==> src/rv_isa_pkg.sv <==
package rv_isa_pkg;

    // ------------------------------------------------------------------
    // widths fixed by the RV64I base ISA
    // ------------------------------------------------------------------
    localparam int xlen = 64;
    localparam int ilen = 32;

    // data word, byte address, instruction word, register index
    typedef logic [xlen-1:0] xlen_t;
    typedef logic [xlen-1:0] addr_t;
    typedef logic [ilen-1:0] instr_t;
    typedef logic [4:0]      reg_idx_t;

    // first fetch address after reset
    localparam addr_t reset_pc = '0;

    // ------------------------------------------------------------------
    // major opcodes, one per supported class
    // ------------------------------------------------------------------
    localparam logic [6:0] op_reg    = 7'b0110011;
    localparam logic [6:0] op_imm    = 7'b0010011;
    localparam logic [6:0] op_load   = 7'b0000011;
    localparam logic [6:0] op_store  = 7'b0100011;
    localparam logic [6:0] op_branch = 7'b1100011;
    localparam logic [6:0] op_jal    = 7'b1101111;

    // funct3 for alu ops
    localparam logic [2:0] f3_add_sub = 3'b000;
    localparam logic [2:0] f3_xor     = 3'b100;
    localparam logic [2:0] f3_or      = 3'b110;
    localparam logic [2:0] f3_and     = 3'b111;
    // ld and sd share the doubleword size code
    localparam logic [2:0] f3_dword   = 3'b011;
    // conditional branches
    localparam logic [2:0] f3_beq     = 3'b000;
    localparam logic [2:0] f3_bne     = 3'b001;

    // funct7 splits add from sub
    localparam logic [6:0] f7_base = 7'b0000000;
    localparam logic [6:0] f7_sub  = 7'b0100000;

endpackage

==> src/rv_pipe_pkg.sv <==
package rv_pipe_pkg;

    // ------------------------------------------------------------------
    // control encodings carried between stages
    // ------------------------------------------------------------------

    // alu function picked in decode
    typedef enum logic [2:0] {
        alu_add,
        alu_sub,
        alu_and,
        alu_or,
        alu_xor
    } alu_op_e;

    // source of the writeback value, none means no register write
    typedef enum logic [1:0] {
        wb_none,
        wb_alu,
        wb_mem,
        wb_link
    } wb_sel_e;

    // control transfer resolved in execute
    typedef enum logic [1:0] {
        br_none,
        br_beq,
        br_bne,
        br_jal
    } br_kind_e;

    // wishbone master FSM, shared by fetch and memory
    typedef enum logic [1:0] {
        bus_idle,
        bus_wait
    } bus_state_e;

    // addi x0, x0, 0 fills a flushed fetch slot
    localparam rv_isa_pkg::instr_t nop_instr = 32'h0000_0013;

endpackage

==> src/pipe_links.sv <==
`timescale 1ns/1ps

// decode to execute register, stall runs backward
interface dec_ex_link;
    logic                  valid;
    rv_isa_pkg::addr_t     pc;
    rv_isa_pkg::xlen_t     rs1_val;
    rv_isa_pkg::xlen_t     rs2_val;
    rv_isa_pkg::xlen_t     imm;
    rv_isa_pkg::reg_idx_t  rd;
    rv_pipe_pkg::alu_op_e  alu_op;
    // operand b is the immediate instead of rs2
    logic                  b_sel_imm;
    rv_pipe_pkg::br_kind_e br_kind;
    rv_pipe_pkg::wb_sel_e  wb_sel;
    logic                  store;
    logic                  stall;

    modport master (
        output valid, pc, rs1_val, rs2_val, imm, rd, alu_op, b_sel_imm,
        output br_kind, wb_sel, store,
        input  stall
    );
    modport slave (
        input  valid, pc, rs1_val, rs2_val, imm, rd, alu_op, b_sel_imm,
        input  br_kind, wb_sel, store,
        output stall
    );
endinterface

// execute to memory/writeback register, busy runs backward
interface ex_mem_link;
    logic                 valid;
    // alu value, load/store address or link pc+4
    rv_isa_pkg::xlen_t    result;
    rv_isa_pkg::xlen_t    store_data;
    rv_isa_pkg::reg_idx_t rd;
    rv_pipe_pkg::wb_sel_e wb_sel;
    logic                 store;
    logic                 busy;

    modport master (output valid, result, store_data, rd, wb_sel, store, input busy);
    modport slave (input valid, result, store_data, rd, wb_sel, store, output busy);
endinterface

==> src/fetch_unit.sv <==
`timescale 1ns/1ps

module fetch_unit (
    input  logic               clk,
    input  logic               rst_n,
    output logic               imem_cyc,
    output logic               imem_stb,
    output rv_isa_pkg::addr_t  imem_adr,
    input  rv_isa_pkg::instr_t imem_rdata,
    input  logic               imem_ack,
    input  logic               hold,
    input  logic               redirect,
    input  rv_isa_pkg::addr_t  redirect_pc,
    output logic               valid,
    output rv_isa_pkg::addr_t  pc,
    output rv_isa_pkg::instr_t instr
);

    rv_pipe_pkg::bus_state_e state;
    // address of the next instruction to request
    rv_isa_pkg::addr_t fetch_pc;
    // set when a redirect lands on an open cycle, its word is discarded
    logic drop;
    // decode slot is empty or gets emptied this cycle
    logic slot_free;

    // only one read in flight, and it always finds the slot free on ack
    assign slot_free = !valid || !hold;

    always_ff @(posedge clk) begin
        if (!rst_n) begin
            state    <= rv_pipe_pkg::bus_idle;
            imem_cyc <= 1'b0;
            imem_stb <= 1'b0;
            imem_adr <= rv_isa_pkg::reset_pc;
            fetch_pc <= rv_isa_pkg::reset_pc;
            drop     <= 1'b0;
            valid    <= 1'b0;
        end else begin
            // decode took the word
            if (valid && !hold) begin
                valid <= 1'b0;
            end
            // flush the slot and restart at the target
            if (redirect) begin
                valid    <= 1'b0;
                instr    <= rv_pipe_pkg::nop_instr;
                fetch_pc <= redirect_pc;
            end
            case (state)
                rv_pipe_pkg::bus_idle: begin
                    if (!redirect && slot_free) begin
                        imem_cyc <= 1'b1;
                        imem_stb <= 1'b1;
                        imem_adr <= fetch_pc;
                        state    <= rv_pipe_pkg::bus_wait;
                    end
                end
                rv_pipe_pkg::bus_wait: begin
                    if (imem_ack) begin
                        imem_cyc <= 1'b0;
                        imem_stb <= 1'b0;
                        drop     <= 1'b0;
                        state    <= rv_pipe_pkg::bus_idle;
                        // stale word from before a redirect never reaches decode
                        if (!redirect && !drop) begin
                            valid    <= 1'b1;
                            pc       <= imem_adr;
                            instr    <= imem_rdata;
                            fetch_pc <= imem_adr + 64'd4;
                        end
                    end else if (redirect) begin
                        drop <= 1'b1;
                    end
                end
                default: state <= rv_pipe_pkg::bus_idle;
            endcase
        end
    end

    // classic wishbone, the request stays up until the slave answers
    a_stb_until_ack: assert property (@(posedge clk) disable iff (!rst_n)
        imem_stb && !imem_ack |=> imem_stb);

endmodule

==> src/decode_unit.sv <==
`timescale 1ns/1ps

module decode_unit (
    input  logic                 clk,
    input  logic                 rst_n,
    input  logic                 valid,
    input  rv_isa_pkg::addr_t    pc,
    input  rv_isa_pkg::instr_t   instr,
    output logic                 hold,
    input  logic                 redirect,
    input  logic                 wb_we,
    input  rv_isa_pkg::reg_idx_t wb_addr,
    output rv_isa_pkg::reg_idx_t rf_raddr1,
    output rv_isa_pkg::reg_idx_t rf_raddr2,
    input  rv_isa_pkg::xlen_t    rf_rdata1,
    input  rv_isa_pkg::xlen_t    rf_rdata2,
    dec_ex_link.master           ex
);

    // ------------------------------------------------------------------
    // field split and immediates
    // ------------------------------------------------------------------
    logic [6:0] opcode;
    logic [2:0] funct3;
    logic [6:0] funct7;
    rv_isa_pkg::reg_idx_t rd;
    rv_isa_pkg::xlen_t imm_i, imm_s, imm_b, imm_j;

    assign opcode    = instr[6:0];
    assign funct3    = instr[14:12];
    assign funct7    = instr[31:25];
    assign rd        = instr[11:7];
    assign rf_raddr1 = instr[19:15];
    assign rf_raddr2 = instr[24:20];

    assign imm_i = {{52{instr[31]}}, instr[31:20]};
    assign imm_s = {{52{instr[31]}}, instr[31:25], instr[11:7]};
    assign imm_b = {{51{instr[31]}}, instr[31], instr[7], instr[30:25], instr[11:8], 1'b0};
    assign imm_j = {{43{instr[31]}}, instr[31], instr[19:12], instr[20], instr[30:21], 1'b0};

    // decoded control
    rv_pipe_pkg::alu_op_e  alu_op;
    rv_pipe_pkg::wb_sel_e  wb_sel;
    rv_pipe_pkg::br_kind_e br_kind;
    rv_isa_pkg::xlen_t     imm;
    logic b_sel_imm, store, use_rs1, use_rs2, writes_rd;

    // unsupported encodings fall through as no-ops
    always_comb begin
        alu_op    = rv_pipe_pkg::alu_add;
        wb_sel    = rv_pipe_pkg::wb_none;
        br_kind   = rv_pipe_pkg::br_none;
        imm       = imm_i;
        b_sel_imm = 1'b0;
        store     = 1'b0;
        use_rs1   = 1'b0;
        use_rs2   = 1'b0;
        case (opcode)
            rv_isa_pkg::op_reg: begin
                use_rs1 = 1'b1;
                use_rs2 = 1'b1;
                wb_sel  = rv_pipe_pkg::wb_alu;
                case (funct3)
                    rv_isa_pkg::f3_add_sub: alu_op = (funct7 == rv_isa_pkg::f7_sub) ?
                                                     rv_pipe_pkg::alu_sub : rv_pipe_pkg::alu_add;
                    rv_isa_pkg::f3_xor:     alu_op = rv_pipe_pkg::alu_xor;
                    rv_isa_pkg::f3_or:      alu_op = rv_pipe_pkg::alu_or;
                    rv_isa_pkg::f3_and:     alu_op = rv_pipe_pkg::alu_and;
                    default:                wb_sel = rv_pipe_pkg::wb_none;
                endcase
                // sub encoding only exists with add funct3
                if (!(funct7 == rv_isa_pkg::f7_base ||
                      (funct7 == rv_isa_pkg::f7_sub && funct3 == rv_isa_pkg::f3_add_sub))) begin
                    wb_sel = rv_pipe_pkg::wb_none;
                end
            end
            rv_isa_pkg::op_imm: begin
                use_rs1   = 1'b1;
                b_sel_imm = 1'b1;
                if (funct3 == rv_isa_pkg::f3_add_sub) wb_sel = rv_pipe_pkg::wb_alu;
            end
            rv_isa_pkg::op_load: begin
                use_rs1   = 1'b1;
                b_sel_imm = 1'b1;
                if (funct3 == rv_isa_pkg::f3_dword) wb_sel = rv_pipe_pkg::wb_mem;
            end
            rv_isa_pkg::op_store: begin
                use_rs1   = 1'b1;
                use_rs2   = 1'b1;
                b_sel_imm = 1'b1;
                imm       = imm_s;
                store     = (funct3 == rv_isa_pkg::f3_dword);
            end
            rv_isa_pkg::op_branch: begin
                use_rs1 = 1'b1;
                use_rs2 = 1'b1;
                imm     = imm_b;
                if (funct3 == rv_isa_pkg::f3_beq) br_kind = rv_pipe_pkg::br_beq;
                if (funct3 == rv_isa_pkg::f3_bne) br_kind = rv_pipe_pkg::br_bne;
            end
            rv_isa_pkg::op_jal: begin
                imm     = imm_j;
                br_kind = rv_pipe_pkg::br_jal;
                wb_sel  = rv_pipe_pkg::wb_link;
            end
            default: ;
        endcase
    end

    // ------------------------------------------------------------------
    // scoreboard interlock
    // ------------------------------------------------------------------
    // one bit per register with a write still in flight, x0 never set
    logic [31:0] sb, sb_live, sb_next;
    logic conflict, issue;

    assign writes_rd = (wb_sel != rv_pipe_pkg::wb_none) && (rd != '0);
    // writeback this cycle is visible through the register file bypass
    assign sb_live   = wb_we ? (sb & ~(32'b1 << wb_addr)) : sb;
    // rd is checked too so every bit has a single owner
    assign conflict  = (use_rs1 && sb_live[rf_raddr1]) || (use_rs2 && sb_live[rf_raddr2]) ||
                       (writes_rd && sb_live[rd]);
    assign hold      = valid && (conflict || ex.stall);
    assign issue     = valid && !hold && !redirect;

    always_comb begin
        sb_next = sb_live;
        // a flushed writer gives its bit back
        if (redirect && ex.valid && ex.wb_sel != rv_pipe_pkg::wb_none) sb_next[ex.rd] = 1'b0;
        if (issue && writes_rd) sb_next[rd] = 1'b1;
    end

    always_ff @(posedge clk) begin
        if (!rst_n) begin
            sb       <= '0;
            ex.valid <= 1'b0;
        end else begin
            sb <= sb_next;
            if (redirect) begin
                ex.valid <= 1'b0;
            end else if (!ex.stall) begin
                ex.valid <= issue;
            end
        end
    end

    // operand and control payload
    always_ff @(posedge clk) begin
        if (issue) begin
            ex.pc        <= pc;
            ex.rs1_val   <= rf_rdata1;
            ex.rs2_val   <= rf_rdata2;
            ex.imm       <= imm;
            ex.rd        <= rd;
            ex.alu_op    <= alu_op;
            ex.b_sel_imm <= b_sel_imm;
            ex.br_kind   <= br_kind;
            ex.wb_sel    <= wb_sel;
            ex.store     <= store;
        end
    end

    // a writer still in the execute register must block its readers
    a_no_marked_src: assert property (@(posedge clk) disable iff (!rst_n)
        issue && ex.valid && ex.wb_sel != rv_pipe_pkg::wb_none && ex.rd != '0 |->
            !(use_rs1 && rf_raddr1 == ex.rd) && !(use_rs2 && rf_raddr2 == ex.rd));

endmodule

==> src/reg_file.sv <==
`timescale 1ns/1ps

module reg_file (
    input  logic                 clk,
    input  rv_isa_pkg::reg_idx_t raddr1,
    input  rv_isa_pkg::reg_idx_t raddr2,
    output rv_isa_pkg::xlen_t    rdata1,
    output rv_isa_pkg::xlen_t    rdata2,
    input  logic                 we,
    input  rv_isa_pkg::reg_idx_t waddr,
    input  rv_isa_pkg::xlen_t    wdata
);

    rv_isa_pkg::xlen_t regs [32];

    // x0 reads zero, a same-cycle write is passed straight through
    assign rdata1 = (raddr1 == '0) ? '0 :
                    (we && waddr == raddr1) ? wdata : regs[raddr1];
    assign rdata2 = (raddr2 == '0) ? '0 :
                    (we && waddr == raddr2) ? wdata : regs[raddr2];

    // writes to x0 are dropped
    always_ff @(posedge clk) begin
        if (we && waddr != '0) begin
            regs[waddr] <= wdata;
        end
    end

endmodule

==> src/execute_unit.sv <==
`timescale 1ns/1ps

module execute_unit (
    input  logic              clk,
    input  logic              rst_n,
    dec_ex_link.slave         dec,
    ex_mem_link.master        mem,
    output logic              redirect,
    output rv_isa_pkg::addr_t redirect_pc
);

    rv_isa_pkg::xlen_t op_b, alu_res;
    logic taken, take;

    // the execute register only moves when memory is free
    assign dec.stall = mem.busy;
    // the slot behind a taken branch is dropped
    assign take = dec.valid && !redirect && !mem.busy;
    assign op_b = dec.b_sel_imm ? dec.imm : dec.rs2_val;

    // ------------------------------------------------------------------
    // alu and branch compare
    // ------------------------------------------------------------------
    always_comb begin
        case (dec.alu_op)
            rv_pipe_pkg::alu_sub: alu_res = dec.rs1_val - op_b;
            rv_pipe_pkg::alu_and: alu_res = dec.rs1_val & op_b;
            rv_pipe_pkg::alu_or:  alu_res = dec.rs1_val | op_b;
            rv_pipe_pkg::alu_xor: alu_res = dec.rs1_val ^ op_b;
            default:              alu_res = dec.rs1_val + op_b;
        endcase
    end

    always_comb begin
        case (dec.br_kind)
            rv_pipe_pkg::br_beq: taken = (dec.rs1_val == dec.rs2_val);
            rv_pipe_pkg::br_bne: taken = (dec.rs1_val != dec.rs2_val);
            rv_pipe_pkg::br_jal: taken = 1'b1;
            default:             taken = 1'b0;
        endcase
    end

    always_ff @(posedge clk) begin
        if (!rst_n) begin
            mem.valid <= 1'b0;
            redirect  <= 1'b0;
        end else begin
            // one-cycle pulse as the branch enters the register
            redirect <= take && taken;
            if (!mem.busy) begin
                mem.valid <= take;
            end
        end
    end

    always_ff @(posedge clk) begin
        if (take) begin
            // jal links pc+4, loads and stores carry the address
            mem.result     <= (dec.wb_sel == rv_pipe_pkg::wb_link) ? dec.pc + 64'd4 : alu_res;
            mem.store_data <= dec.rs2_val;
            mem.rd         <= dec.rd;
            mem.wb_sel     <= dec.wb_sel;
            mem.store      <= dec.store;
            redirect_pc    <= dec.pc + dec.imm;
        end
    end

endmodule

==> src/mem_wb_unit.sv <==
`timescale 1ns/1ps

module mem_wb_unit (
    input  logic                 clk,
    input  logic                 rst_n,
    ex_mem_link.slave            ex,
    output logic                 dmem_cyc,
    output logic                 dmem_stb,
    output logic                 dmem_we,
    output rv_isa_pkg::addr_t    dmem_adr,
    output rv_isa_pkg::xlen_t    dmem_wdata,
    input  rv_isa_pkg::xlen_t    dmem_rdata,
    input  logic                 dmem_ack,
    output logic                 wb_we,
    output rv_isa_pkg::reg_idx_t wb_addr,
    output rv_isa_pkg::xlen_t    wb_data
);

    rv_pipe_pkg::bus_state_e state;
    logic mem_op;

    assign mem_op = ex.valid && (ex.store || ex.wb_sel == rv_pipe_pkg::wb_mem);
    // held from arrival of ld/sd through the ack cycle's edge
    assign ex.busy = mem_op && !(state == rv_pipe_pkg::bus_wait && dmem_ack);

    // ------------------------------------------------------------------
    // data bus FSM and writeback enable
    // ------------------------------------------------------------------
    always_ff @(posedge clk) begin
        if (!rst_n) begin
            state    <= rv_pipe_pkg::bus_idle;
            dmem_cyc <= 1'b0;
            dmem_stb <= 1'b0;
            dmem_we  <= 1'b0;
            wb_we    <= 1'b0;
        end else begin
            wb_we <= 1'b0;
            case (state)
                rv_pipe_pkg::bus_idle: begin
                    if (mem_op) begin
                        dmem_cyc <= 1'b1;
                        dmem_stb <= 1'b1;
                        dmem_we  <= ex.store;
                        state    <= rv_pipe_pkg::bus_wait;
                    end else if (ex.valid && ex.wb_sel != rv_pipe_pkg::wb_none) begin
                        wb_we <= 1'b1;
                    end
                end
                rv_pipe_pkg::bus_wait: begin
                    if (dmem_ack) begin
                        dmem_cyc <= 1'b0;
                        dmem_stb <= 1'b0;
                        dmem_we  <= 1'b0;
                        state    <= rv_pipe_pkg::bus_idle;
                        // loads write rd, stores retire here
                        wb_we    <= (ex.wb_sel == rv_pipe_pkg::wb_mem);
                    end
                end
                default: state <= rv_pipe_pkg::bus_idle;
            endcase
        end
    end

    // address and data latched only while idle, so they hold during the cycle
    always_ff @(posedge clk) begin
        if (state == rv_pipe_pkg::bus_idle) begin
            dmem_adr   <= ex.result;
            dmem_wdata <= ex.store_data;
        end
        wb_addr <= ex.rd;
        wb_data <= (ex.wb_sel == rv_pipe_pkg::wb_mem) ? dmem_rdata : ex.result;
    end

    a_adr_stable: assert property (@(posedge clk) disable iff (!rst_n)
        dmem_stb && !dmem_ack |=> $stable(dmem_adr));

endmodule

==> src/rv_core_top.sv <==
`timescale 1ns/1ps

module rv_core_top (
    input  logic               clk,
    input  logic               rst_n,
    // instruction wishbone
    output logic               imem_cyc,
    output logic               imem_stb,
    output rv_isa_pkg::addr_t  imem_adr,
    input  rv_isa_pkg::instr_t imem_rdata,
    input  logic               imem_ack,
    // data wishbone
    output logic               dmem_cyc,
    output logic               dmem_stb,
    output logic               dmem_we,
    output rv_isa_pkg::addr_t  dmem_adr,
    output rv_isa_pkg::xlen_t  dmem_wdata,
    input  rv_isa_pkg::xlen_t  dmem_rdata,
    input  logic               dmem_ack
);

    // fetch to decode
    logic f_valid, f_hold;
    rv_isa_pkg::addr_t  f_pc;
    rv_isa_pkg::instr_t f_instr;
    // branch redirect, also the flush
    logic redirect;
    rv_isa_pkg::addr_t redirect_pc;
    // register file read and writeback
    rv_isa_pkg::reg_idx_t rf_raddr1, rf_raddr2, wb_addr;
    rv_isa_pkg::xlen_t    rf_rdata1, rf_rdata2, wb_data;
    logic wb_we;

    dec_ex_link dec_ex ();
    ex_mem_link ex_mem ();

    fetch_unit u_fetch (
        .clk, .rst_n, .imem_cyc, .imem_stb, .imem_adr, .imem_rdata, .imem_ack,
        .hold(f_hold), .redirect, .redirect_pc,
        .valid(f_valid), .pc(f_pc), .instr(f_instr)
    );

    decode_unit u_decode (
        .clk, .rst_n, .valid(f_valid), .pc(f_pc), .instr(f_instr), .hold(f_hold),
        .redirect, .wb_we, .wb_addr, .rf_raddr1, .rf_raddr2, .rf_rdata1, .rf_rdata2,
        .ex(dec_ex.master)
    );

    reg_file u_regs (
        .clk, .raddr1(rf_raddr1), .raddr2(rf_raddr2), .rdata1(rf_rdata1), .rdata2(rf_rdata2),
        .we(wb_we), .waddr(wb_addr), .wdata(wb_data)
    );

    execute_unit u_execute (
        .clk, .rst_n, .dec(dec_ex.slave), .mem(ex_mem.master), .redirect, .redirect_pc
    );

    mem_wb_unit u_mem_wb (
        .clk, .rst_n, .ex(ex_mem.slave), .dmem_cyc, .dmem_stb, .dmem_we, .dmem_adr,
        .dmem_wdata, .dmem_rdata, .dmem_ack, .wb_we, .wb_addr, .wb_data
    );

endmodule

==> config.mk <==
export PLATFORM = sky130hd
export DESIGN_NAME = rv_core_top
export DESIGN_NICKNAME = d
export VERILOG_FILES = /design/src/rv_isa_pkg.sv /design/src/rv_pipe_pkg.sv /design/src/pipe_links.sv /design/src/fetch_unit.sv /design/src/decode_unit.sv /design/src/reg_file.sv /design/src/execute_unit.sv /design/src/mem_wb_unit.sv /design/src/rv_core_top.sv
export SDC_FILE = /design/constraint.sdc
export NUM_CORES = 2
export LEC_CHECK = 0
export BUFFER_PORTS_ARGS = -buffer_cell sky130_fd_sc_hd__buf_2
export CORE_MARGIN = 2
export CORE_UTILIZATION = 45
export CTS_CLUSTER_SIZE = 20
export DETAILED_ROUTE_END_ITERATION = 16
export PLACE_DENSITY_LB_ADDON = 0.12
export SLEW_MARGIN = 0
export SYNTH_ARGS = -nofsm -noshare
export SYNTH_HDL_FRONTEND = slang
export SYNTH_SLANG_ARGS = --single-unit
==> constraint.sdc <==
create_clock -name clk -period 18.6 [get_ports clk]
set_clock_uncertainty 0.15 [all_clocks]
set_input_delay 1.86 -clock clk [delete_from_list [all_inputs] [get_ports clk]]
set_output_delay 1.86 -clock clk [all_outputs]
set_load 0.05 [all_outputs]
==> flow_metrics.py <==
metrics = {
    "finish": {
        "layout.nets": 9223,
        "fin_area_sq_um": 159000,
        "layout_common_cells": "edfxtp_1, mux4_2, nor2_1",
        "fill_cells": 25700,
        "drive_gt1_share_pct": 26.8,
        "area_growth_pct": 12.3,
        "final_common_cell": "edfxtp_1",
    },
    "synth": {
        "synthTopCellsByArea": "edfxtp_1, mux4_2, dfxtp_1",
        "synth.top_cell.area_share_pct": 57.2,
        "synth_seq_cells": 2937,
        "syn_area_sq_um": 142000,
        "yosys_warnings": 0,
        "synthCells": 8521,
        "yosysTopAreaCell": "edfxtp_1",
        "synth-async-reset-ratio_pct": 0,
        "synth.distinct_cells": 97,
        "synth-edff-count": 2699,
        "syn_area_per_cell_sq_um": 16.6,
        "ys.flop_type": "edfxtp_1",
        "yosysSeqAreaShare_pct": 60.6,
    },
    "drt": {
        "drc": 0,
        "routed_wl_mm": 478,
        "via_count": 86400,
        "drtPass1Iterations": 6,
        "drt_iter0_drc": 11300,
        "wl_per_cell_um": 35.9,
        "ant_nets": 0,
        "vias_per_cell": 6.50,
    },
    "worst_setup_path": {
        "required_ns": 19.14,
        "timing.rr.start": "u_decode.ex.b_sel_imm",
        "cpPeakStageDelay_ns": 0.58,
        "r2r-end": "u_execute.mem.result[61]",
        "crit_fanout": 35,
        "critPathBufInv": 4,
        "crit_path_start_kind": "flip-flop",
        "arrival_ns": 7.72,
        "slowest_stage": "o21ai_0",
        "path_class": "reg2reg",
        "end_kind": "flip-flop",
        "path_cells": "buf_4, buf_4, inv_2, nand3_1, a2111oi_2, buf_4, nor2b_1, nand2b_1, nor2_1, a21oi_1, nor2_1, a211o_1, o21ai_0, ha_1, nand2_1, nor3_1, nand4_1, nand2b_1, o211ai_1, a21oi_1, o21ai_0, a211oi_1, a31oi_1, a21oi_1",
        "critPathTopFamily": "compound AO/OA/AOI/OAI gates",
        "regToRegSetupSlack_ns": 11.43,
        "ff2ff_path_depth": 24,
    },
    "pwr": {
        "cellLeakagePower_nw": 52.7,
        "p_switching_w": 0.00382,
        "combPwrFrac_pct": 11.0,
        "switching_share_pct": 24.7,
        "ir_drop_mv": 0.0714,
        "p_int_w": 0.0116,
        "pwr-share-seq_pct": 47.9,
        "clkPwrFrac_pct": 41.1,
        "power_density_nw_per_um2": 97.3,
    },
    "timing": {
        "fin_ws_ns": 11.43,
        "fmax_ghz": 0.139,
        "setup_viol": 0,
        "timing.final.crit_share_pct": 38.6,
        "tightest_slew_ns": 1.43,
        "slew_violations": 0,
        "relSlewSlack_pct": 4.93,
        "fin_tns_setup_ns": 0,
        "rsz0062_at_grt": "no",
        "period_minus_slack_ns": 7.17,
        "finalHoldViolCount": 0,
    },
    "placed_design": {
        "dp_hpwl_mm": 292,
        "io_buffers": 296,
        "gp_congestion": 0.938,
        "dpl_cell_area_sq_um": 149000,
        "pre_cts_slack_ns": 11.49,
    },
    "die": {
        "die-area_sq_um": 319000,
        "start_util_pct": 45.1,
        "die_w_um": 565,
        "dieHeight_um": 565,
        "rows": 206,
        "design.core.area_sq_um": 314000,
        "num_io_pins": 297,
    },
    "grt": {
        "grt_overflow": 0,
        "antenna_found_initial": 41,
        "grt_max_degree": 127,
        "grt_pass1_wl_mm": 663,
        "grt_pass1_vias": 84800,
        "grtUsageTotal_pct": 29.6,
    },
    "min_path": {
        "whs_path_depth": 0,
        "min_from": "u_execute.mem.rd[1]",
        "hold_path.class": "reg2reg",
        "holdPathEnd": "u_mem_wb.wb_addr[1]",
    },
    "clocking": {
        "cts_sinks": 2937,
        "ctsResizeCount": 0,
        "postCtsSetupRepairBufs": 0,
        "h-tree-depth": 5,
        "cts_buffer_depth": 4,
        "cts_root_buffer": "clkbuf_16",
        "cts_tree": "built",
        "clk-insertion-delay-late_ns": 0.96,
        "cts_made_buffers": 325,
        "cts_hold_buf": 0,
        "clk_pin_slew_ns": 0.06,
    },
    "flow_run": {
        "max-cap-violations": 0,
    },
    "run_status": {
        "status": "finished clean",
    },
}
per-stage QoR:
stage	std cells	hold WS (ns)	total power, W	util [%]
final	13300	0.190	0.0155	50.6
after global routing	13300	0.177	0.0159	50.6
after CTS	13300	0.173	0.0156	50.6
after detailed placement	12700	0.180	0.00924	47.3
after global placement	12700	0.174	0.00923	47.3
after floorplan	8584	0.173	0.00866	-
routing by layer:
metal	up-vias	share of wire (%)	global-route usage (%)
met5	-	0.027	0
met4	20	4.5	12.4
met3	859	8.6	4.88
met2	4495	47	46.4
met1	45700	40	41.3
li1	35300	-	-
kinds of logic after synthesis:
| family | after synthesis | synth area share (%) |
|---|---|---|
| flip-flops | 2937 | 60.6 |
| multiplexers | 1612 | 23.0 |
| AND/OR/NAND/NOR | 1455 | 4.70 |
| AO/OA/AOI/OAI | 1131 | 5.13 |
| buffers and inverters | 770 | 2.11 |
| XOR/XNOR | 356 | 2.20 |
| adder cells (fa/ha/maj) | 259 | 2.30 |
| other | 1 | 0.00265 |
cell type report:
| cell class | instances | area [sq um] | share of cell area, % |
|---|---|---|---|
| flip-flops and latches | 2937 | 85800 | 54.0 |
| multi-input cells | 4877 | 53400 | 33.6 |
| clock buffers | 432 | 8840 | 5.56 |
| well taps | 4160 | 5200 | 3.27 |
| repair buffers | 522 | 3410 | 2.14 |
| clock inverters | 155 | 1520 | 0.957 |
| inverters | 201 | 764 | 0.481 |
| diodes | 17 | 42.5 | 0.0268 |
worst reg2reg max path, cell delays in order (launching register included):
cell,delay [ns]
edfxtp_1,0.36
buf_4,0.30
buf_4,0.40
inv_2,0.60
nand3_1,0.23
a2111oi_2,0.45
buf_4,0.23
nor2b_1,0.42
nand2b_1,0.21
nor2_1,0.30
a21oi_1,0.17
nor2_1,0.12
a211o_1,0.10
o21ai_0,0.09
ha_1,0.42
nand2_1,0.10
nor3_1,0.30
nand4_1,0.19
nand2b_1,0.18
o211ai_1,0.40
a21oi_1,0.20
o21ai_0,0.58
a211oi_1,0.15
a31oi_1,0.19
a21oi_1,0.09
Yosys cell counts (30+ instances only):
master    instances
a211oi_1        218
a21o_1           69
a21oi_1         357
a31oi_1          30
and3_1           35
buf_1           104
clkbuf_1        431
dfxtp_1         238
edfxtp_1       2699
ha_1            257
inv_1           201
mux2_2           66
mux2i_1         240
mux4_2         1304
nand2_1         449
nand3_1          95
nand4_1          55
nor2_1          549
nor2b_1          35
nor3_1           61
nor4_1           35
o21ai_0         180
xnor2_1         169
xor2_1          187
power by group through the flow:
stage | combinational, W | sequential, W | clock (W)
after floorplan | 0.00114 | 0.00753 | 0
after global placement | 0.00169 | 0.00754 | 0
after detailed placement | 0.00170 | 0.00754 | 0
after CTS | 0.00170 | 0.00740 | 0.00646
after global routing | 0.00180 | 0.00741 | 0.00671
final | 0.00170 | 0.00740 | 0.00636
worst max-delay path by stage:
stage,start,to,depth (start not counted)
floorplan,dmem_ack,u_execute.mem.rd[0],2
global placement,u_decode.ex.b_sel_imm,u_execute.mem.result[63],25
detailed placement,u_decode.ex.b_sel_imm,u_execute.mem.result[63],25
CTS,u_decode.ex.b_sel_imm,u_execute.mem.result[57],24
global route,u_decode.ex.b_sel_imm,u_execute.mem.result[63],25
finish,u_decode.ex.b_sel_imm,u_execute.mem.result[61],24
flip-flops by register name (all words and copies together) (netlist names), 21 cells and up:
signal / count
u_decode.ex.rs1_val: 64
u_mem_wb.dmem_wdata: 64
u_execute.mem.result: 64
u_decode.ex.pc: 64
u_mem_wb.dmem_adr: 64
u_execute.mem.store_data: 64
u_fetch.fetch_pc: 64
u_regs.regs: 2048
u_mem_wb.wb_data: 64
u_execute.redirect_pc: 64
u_fetch.pc: 64
u_fetch.instr: 32
u_decode.sb: 32
u_decode.ex.rs2_val: 64
u_decode.ex.imm: 21
u_fetch.imem_adr: 64
Power figures use the tool's default switching activity.
